==> src/verilog/mul_pkg.sv <==
package mul_pkg;

	localparam int word_w     = 64;                 // operand and product width
	localparam int slice_w    = 16;                 // bits of a consumed in one pass
	localparam int num_passes = word_w / slice_w;   // 4 passes per multiply
	localparam int acc_w      = word_w + slice_w;   // slice times full word

	typedef logic [word_w-1:0]              word_t;   // operands, product
	typedef logic [slice_w-1:0]             slice_t;  // one slice of a or of the result
	typedef logic [$clog2(num_passes)-1:0] pass_t;   // pass index 0..3
	typedef logic [acc_w-1:0]               acc_t;    // partial product, running sum

	// request payload, a is walked slice by slice, b is used whole
	typedef struct packed {
		word_t a;   // sliced operand
		word_t b;   // full-width operand
	} mul_operands_t;

	// sequencer states, one pass per clock between idle/done and done
	typedef enum logic [2:0] {
		idle  = 3'b000,   // nothing accepted since reset or flush
		pass0 = 3'b001,   // a[15:0]
		pass1 = 3'b010,   // a[31:16]
		pass2 = 3'b011,   // a[47:32]
		pass3 = 3'b100,   // a[63:48]
		done  = 3'b101    // result held until next request
	} mul_state_e;

	// fsm
	// idle -> pass0 -> pass1 -> pass2 -> pass3 -> done -> pass0 ...
	// flush from any state goes back to idle
	// the slice result of pass k lands in product[16k +: 16]

endpackage

==> src/verilog/mul_control.sv <==
`timescale 1ns/1ps

module mul_control import mul_pkg::*; (
	input  logic  clk,
	input  logic  rst,
	input  logic  flush,        // pipeline restore, kills the op in flight
	input  logic  valid_in,     // one-cycle request strobe
	output logic  accept,       // operand stage captures on this edge
	output logic  busy,         // high in pass0..pass3
	output logic  first_pass,   // running sum starts from zero
	output pass_t pass,         // slice index for datapath
	output logic  valid_out     // completion level, held in done
);

	mul_state_e state;        // current sequencer state
	mul_state_e next_state;   // comb next state

	// requests only taken when nothing is running, flush wins
	assign accept = valid_in && !flush && ((state == idle) || (state == done));

	always_ff @(posedge clk or posedge rst) begin
		if (rst)
			state <= idle;
		else if (flush)
			state <= idle;         // restore drops the operation
		else
			state <= next_state;
	end

	always_comb begin
		next_state = state;        // idle and done wait here
		case (state)
			idle,
			done: begin
				if (accept)
					next_state = pass0;   // back to back from done is fine
			end
			pass0: next_state = pass1;
			pass1: next_state = pass2;
			pass2: next_state = pass3;
			pass3: next_state = done;
			default: next_state = idle;  // unused encodings recover
		endcase
	end

	// pass index and busy decoded straight from state
	always_comb begin
		busy = 1'b1;
		pass = '0;
		case (state)
			pass0: pass = pass_t'(0);
			pass1: pass = pass_t'(1);
			pass2: pass = pass_t'(2);
			pass3: pass = pass_t'(3);
			default: busy = 1'b0;    // idle, done
		endcase
	end

	assign first_pass = (state == pass0);   // no prior sum yet
	assign valid_out  = (state == done);    // drops on next accept edge

endmodule

==> src/verilog/mul_operand_stage.sv <==
`timescale 1ns/1ps

module mul_operand_stage import mul_pkg::*; (
	input  logic          clk,
	input  logic          rst,
	input  logic          flush,      // clears held operands
	input  logic          accept,     // load strobe from sequencer
	input  mul_operands_t operands,   // a and b from the request
	input  pass_t         pass,       // which slice of a to present
	output slice_t        a_slice,    // a[16*pass +: 16]
	output word_t         b_word      // held b, same every pass
);

	mul_operands_t           held;       // operands of the op in flight
	slice_t [num_passes-1:0] a_slices;   // held a viewed as four slices

	// capture only on accept, strobes during passes leave this alone
	always_ff @(posedge clk or posedge rst) begin
		if (rst) begin
			held <= '0;
		end else if (flush) begin
			held <= '0;              // restore zeroes the operands
		end else if (accept) begin
			held <= operands;
		end
	end

	assign a_slices = held.a;          // slice 0 is the low 16 bits

	// 4:1 slice mux, one slice per pass
	assign a_slice = a_slices[pass];
	assign b_word  = held.b;

endmodule

==> src/verilog/mul_slice_accumulator.sv <==
`timescale 1ns/1ps

module mul_slice_accumulator import mul_pkg::*; (
	input  logic   clk,
	input  logic   rst,
	input  logic   flush,        // clears sum and product
	input  logic   busy,         // pass states, accumulate this clock
	input  logic   first_pass,   // ignore leftover sum
	input  pass_t  pass,         // result slice written this clock
	input  slice_t a_slice,      // current 16 bits of a
	input  word_t  b_word,       // full b
	output word_t  product       // low 64 bits of a*b
);

	acc_t                    partial;        // a_slice * b_word, 80 bits
	acc_t                    carry_in;       // upper part of previous sum
	acc_t                    sum_next;       // new running sum
	acc_t                    sum_q;          // registered running sum
	slice_t                  result_slice;   // finished 16 bits this pass
	slice_t [num_passes-1:0] product_q;      // result slices, slice 0 low

	// slice by word, never overflows 80 bits
	assign partial = acc_t'(a_slice) * acc_t'(b_word);

	// the low slice of the last sum is already final, so shift it out
	// and keep only what still has weight for the next slice
	assign carry_in = first_pass ? '0 : (sum_q >> slice_w);

	// partial + carry stays below 2^80
	assign sum_next = partial + carry_in;

	assign result_slice = sum_next[slice_w-1:0];   // bits 16*pass +: 16 of a*b

	always_ff @(posedge clk or posedge rst) begin
		if (rst) begin
			sum_q <= '0;
		end else if (flush) begin
			sum_q <= '0;
		end else if (busy) begin
			sum_q <= sum_next;          // one pass per clock
		end
	end

	// each pass fills one slice, the rest keep their value
	// so product is complete right after the pass3 edge
	always_ff @(posedge clk or posedge rst) begin
		if (rst) begin
			product_q <= '0;
		end else if (flush) begin
			product_q <= '0;            // restore zeroes the result
		end else if (busy) begin
			product_q[pass] <= result_slice;
		end
	end

	// held unchanged in done and idle
	assign product = product_q;

endmodule

==> src/verilog/multiplier.sv <==
`timescale 1ns/1ps

module multiplier import mul_pkg::*; (
	input  logic          clk,
	input  logic          rst,
	input  logic          flush,       // pipeline restore
	input  logic          valid_in,    // one-cycle request strobe
	input  mul_operands_t operands,    // a and b
	output word_t         product,     // low half of a*b, unsigned
	output logic          valid_out    // high four cycles after accept
);

	logic   accept;       // capture edge for operands
	logic   busy;         // pass0..pass3
	logic   first_pass;   // pass0 only
	pass_t  pass;         // slice index
	slice_t a_slice;      // selected slice of a
	word_t  b_word;       // held b

	mul_control i_mul_control (
		.clk       (clk),
		.rst       (rst),
		.flush     (flush),
		.valid_in  (valid_in),
		.accept    (accept),
		.busy      (busy),
		.first_pass(first_pass),
		.pass      (pass),
		.valid_out (valid_out)
	);

	mul_operand_stage i_mul_operand_stage (
		.clk     (clk),
		.rst     (rst),
		.flush   (flush),
		.accept  (accept),
		.operands(operands),
		.pass    (pass),
		.a_slice (a_slice),
		.b_word  (b_word)
	);

	mul_slice_accumulator i_mul_slice_accumulator (
		.clk       (clk),
		.rst       (rst),
		.flush     (flush),
		.busy      (busy),
		.first_pass(first_pass),
		.pass      (pass),
		.a_slice   (a_slice),
		.b_word    (b_word),
		.product   (product)
	);

endmodule

==> config.mk <==
export PLATFORM = sky130hd
export DESIGN_NAME = multiplier
export DESIGN_NICKNAME = d
export VERILOG_FILES = /design/src/verilog/mul_pkg.sv /design/src/verilog/mul_control.sv /design/src/verilog/mul_operand_stage.sv /design/src/verilog/mul_slice_accumulator.sv /design/src/verilog/multiplier.sv
export SDC_FILE = /design/constraint.sdc
export NUM_CORES = 2
export LEC_CHECK = 0
export BUFFER_PORTS_ARGS = -buffer_cell sky130_fd_sc_hd__clkbuf_2
export CAP_MARGIN = 5
export CORE_MARGIN = 2
export CORE_UTILIZATION = 50
export DETAILED_ROUTE_END_ITERATION = 12
export MAX_ROUTING_LAYER = met4
export PLACE_DENSITY = 0.81
export SLEW_MARGIN = 5
export SYNTH_ARGS = -nofsm -noshare
export SYNTH_HDL_FRONTEND = slang
export SYNTH_HIERARCHICAL = 1
export SYNTH_SLANG_ARGS = --single-unit
==> constraint.sdc <==
create_clock -name clk -period 7.4 [get_ports clk]
set_clock_uncertainty 0.1 [all_clocks]
set_input_delay 1.48 -clock clk [delete_from_list [all_inputs] [get_ports clk]]
set_output_delay 1.48 -clock clk [all_outputs]
set_load 0.005 [all_outputs]
==> results_dict.tcl <==
set metrics [dict create \
    status "finished, violations left" \
    violations "setup timing" \
    fmax_ghz 0.1280 \
    synth_seq_area_share_pct 14.49 \
    post_synth_num_cell_types 84 \
    clock-sinks 259 \
    internal_power_uw 3440 \
    routabilityCongestion 0.9692 \
    final_hold_viol_count 0 \
    post_synth_inst_count 4965 \
    vdd.ir_drop.worst_v 0.0001843 \
    finalWirelength_mm 130.3 \
    worstMarginPinSlew_ns 1.274 \
    worstPathRequired_ns 7.79 \
    syn_nets 6181 \
    postCtsHoldBufs 0 \
    endpoint_kind "register" \
    cts_buffers 35 \
    htree_levels 2 \
    final_common_cell "inv_1" \
    port-buffer-count 196 \
    final_layout_size_suffix_gt1_share_pct 15.20 \
    gr-usage-all-layers_pct 29.95 \
    fp.dieH_um 303.1 \
    worst_slew_margin_rel_pct 14.71 \
    cap_violations 0 \
    area_delta_synth_final_pct 15.25 \
    asyncSetResetFlopFracSynth_pct 100.0 \
    tritoncts "yes" \
    setup_violation_total_in_the_final_timing_report 51 \
    dr_total_vias 35370 \
    detail-route-antenna-nets 0 \
    initial_utilization_pct 50.53 \
    clkLatencyLatePin_ns 0.58 \
    powerDensity_nw_per_um2 110.5 \
    synth_enable_flop_cells 0 \
    number_of_drc_markers_after_the_initial_detailed_route_iteration 2709 \
    width_of_the_die_um 303.1 \
    ctsRootBufferMaster "clkbuf_16" \
    power_switching_share_pct 39.61 \
    place_worst_setup_slack_ns -0.4370 \
    most-common-layout-cells "inv_1, fa_1, nand2_1, and2_1, buf_4" \
    setup_ws_ns -0.4108 \
    crit_path_max_fanout 49 \
    finalWorstPathRequiredPeriod_ns 7.811 \
    hpwl_mm 100.5 \
    detailedRoute.firstPassIterationCount 7 \
    mapped_cell_area_sq_um 44730 \
    grt_antenna_before_repair 7 \
    grt_start_max_net_pins 125 \
    setup.worst_path.class "reg -> reg" \
    cp_data_arrival_time_ns 8.20 \
    synth_area_per_cell_sq_um 9.008 \
    detail_route.vias_per_cell 5.461 \
    final.period_utilization_pct 105.6 \
    wire_per_inst_um 20.12 \
    overflow 0 \
    pin_count 197 \
    worst_setup_path_start_kind "register" \
    synth-warning-count 6 \
    power_switching_uw 2257 \
    unrepaired_setup_endpoints_after_global_routing "true" \
    power.static_leakage_uw 0.02595 \
    via_count_of_the_first_global_routing_pass 38690 \
    fp.coreArea_sq_um 88510 \
    nets 6494 \
    share_seq_of_total_power_pct 29.2 \
    path_type_of_the_worst_min_delay_path "reg -> reg" \
    register_bit_total_from_synthesis 259 \
    fp-row-count 109 \
    power.combinational.fraction_pct 39.7 \
    clk_transition_reported_paths_ns 0.06 \
    grt_first_pass_wirelength_mm 208.0 \
    part_of_the_power_in_the_clock_network_pct 31.0 \
    final_routed_drc_violation_total 0 \
    dieArea_sq_um 91860 \
    ctsLongestPathBuffers 3 \
    report.final.slew_viol_count 0 \
    finalPower_uw 5697 \
    synth_flop_cell "dfrtp_1" \
]
==> cells in the mapped netlist (3+ instances only) <==
library cell	count	area, sq um
o21ai_2	3	26.28
nor2_1	215	807.0
and4_1	4	35.03
o21ai_1	19	95.09
a22o_1	16	140.1
a211oi_1	11	82.58
nand2_1	883	3314
o21bai_1	13	97.59
o21ai_0	56	280.3
a21o_1	41	307.8
buf_6	4	45.04
nand4_1	29	181.4
and3_1	11	68.82
a21boi_0	4	30.03
mux4_1	6	157.7
buf_4	13	97.59
mux4_2	10	225.2
clkbuf_1	246	923.4
o211a_1	3	30.03
a21boi_1	4	30.03
a221oi_1	5	43.79
buf_2	13	65.06
dfrtp_1	259	6481
o21a_1	7	52.55
nand3b_1	3	22.52
xnor2_1	51	446.7
a31oi_1	14	87.58
inv_1	1112	4174
xor2_1	28	245.2
nand2b_1	67	419.2
buf_1	4	15.01
a2111oi_0	3	26.28
o211ai_1	10	75.07
nand3_1	20	100.1
a21oi_1	128	640.6
mux2i_1	160	1602
and2_1	333	2083
nor3_1	10	50.05
fa_1	930	18620
nor4_1	3	18.77
nor2b_1	8	50.05
ha_1	154	1927
==> kinds of logic (layout without fill, tap and decap cells) <==
logic type	after synthesis	count (layout)	share of synthesized area, %
AO/OA/AOI/OAI	372	372	5.385
other	0	7	0
buffers and inverters	1395	1734	11.96
flip-flops	259	259	14.49
XOR/XNOR	79	79	1.547
multiplexers	176	176	4.437
AND/OR/NAND/NOR	1600	1600	16.25
adder cells (fa/ha/maj)	1084	1084	45.94
==> repair_timing <==
item,CTS,global route
pin swaps,24,20
endpoints found under the setup margin,52,61
resized for setup,99,64
buffers inserted,10,11
cloned,3,2
==> flip-flops by register name, summed over array words and instances (netlist names) <==
| name | cells |
|---|---|
| i_mul_operand_stage/a_slices | 64 |
| i_mul_slice_accumulator/product | 64 |
| i_mul_slice_accumulator/sum_q | 64 |
| i_mul_operand_stage/b_word | 64 |
| i_mul_control/state | 3 |
==> path summary, 6_finish.rpt <==
check | start | end | slack [ns] | cells past startpoint
worst max-delay path | i_mul_control/state[2] | i_mul_slice_accumulator/sum_q[57] | -0.41 | 27
worst min-delay path | i_mul_slice_accumulator/sum_q[33] | i_mul_slice_accumulator/sum_q[33] | 0.40 | 2
worst max register to register | i_mul_control/state[2] | i_mul_slice_accumulator/sum_q[57] | -0.41 | 27
worst min register to register | i_mul_slice_accumulator/sum_q[33] | i_mul_slice_accumulator/sum_q[33] | 0.40 | 2
max in group asynchronous | rst | i_mul_slice_accumulator/sum_q[57] | 4.79 | 3
min in group asynchronous | rst | i_mul_control/state[1] | 0.77 | 2
==> layer usage <==
layer / part of all wire (%) / track usage, % / up-vias
li1: - / - / 15240
met1: 38 / 37.99 / 18020
met2: 48 / 47.93 / 1773
met3: 9.6 / 6.216 / 334
met4: 3.9 / 10.31 / 0
met5: 0 / - / -
==> power by group through the flow <==
| stage | Combinational, uW | Clock [uW] | Sequential (uW) |
|---|---|---|---|
| 3_5_place_dp | 2090 | 0 | 1680 |
| 5_1_grt | 2440 | 1850 | 1670 |
| 6_report | 2260 | 1770 | 1660 |
| 2_1_floorplan | 1350 | 0 | 1580 |
| 3_3_place_gp | 2050 | 0 | 1680 |
| 4_1_cts | 2190 | 1790 | 1660 |
==> per-stage QoR <==
step / hold slack (ns) / cell area [sq um] / instances / utilization, % / setup TNS [ns]
floorplan: 0.3509 / 45110 / 4965 / - / -0.1427
global placement: 0.3635 / 49200 / 6379 / 55.58 / -7.648
detailed placement: 0.3784 / 49200 / 6379 / 55.58 / -11.51
CTS: 0.3921 / 51020 / 6455 / 57.65 / -8.758
global route: 0.4222 / 51540 / 6476 / 58.24 / -25.22
finish: 0.4049 / 51540 / 6476 / 58.24 / -10.75
==> area by class of cell <==
cell class              instances  area, sq um
diodes                          7        17.52
multi-input cells            3311        33920
repair buffers                558         4310
flip-flops and latches        259         6481
clock buffers                  45        943.4
inverters                    1113         4189
well taps                    1165         1458
fillers                      7239        36970
clock inverters                18        221.5
==> critical path, cell delays in order (launching register included) <==
cell,delay [ns]
dfrtp_1,0.42
nand2b_4,0.16
a21oi_4,0.18
buf_12,0.17
buf_12,0.12
mux4_2,0.52
buf_12,0.20
buf_4,0.23
nand2_1,0.07
fa_1,0.46
fa_1,0.52
fa_1,0.51
fa_1,0.55
fa_1,0.46
fa_1,0.50
inv_1,0.07
ha_4,0.24
a21oi_4,0.16
o21ai_2,0.11
a221oi_4,0.32
a21oi_2,0.12
o31ai_4,0.29
o21ai_2,0.15
a221oi_4,0.43
buf_4,0.18
xnor2_1,0.12
mux2i_1,0.10
nor2_1,0.12
Power figures use the tool's default switching activity.
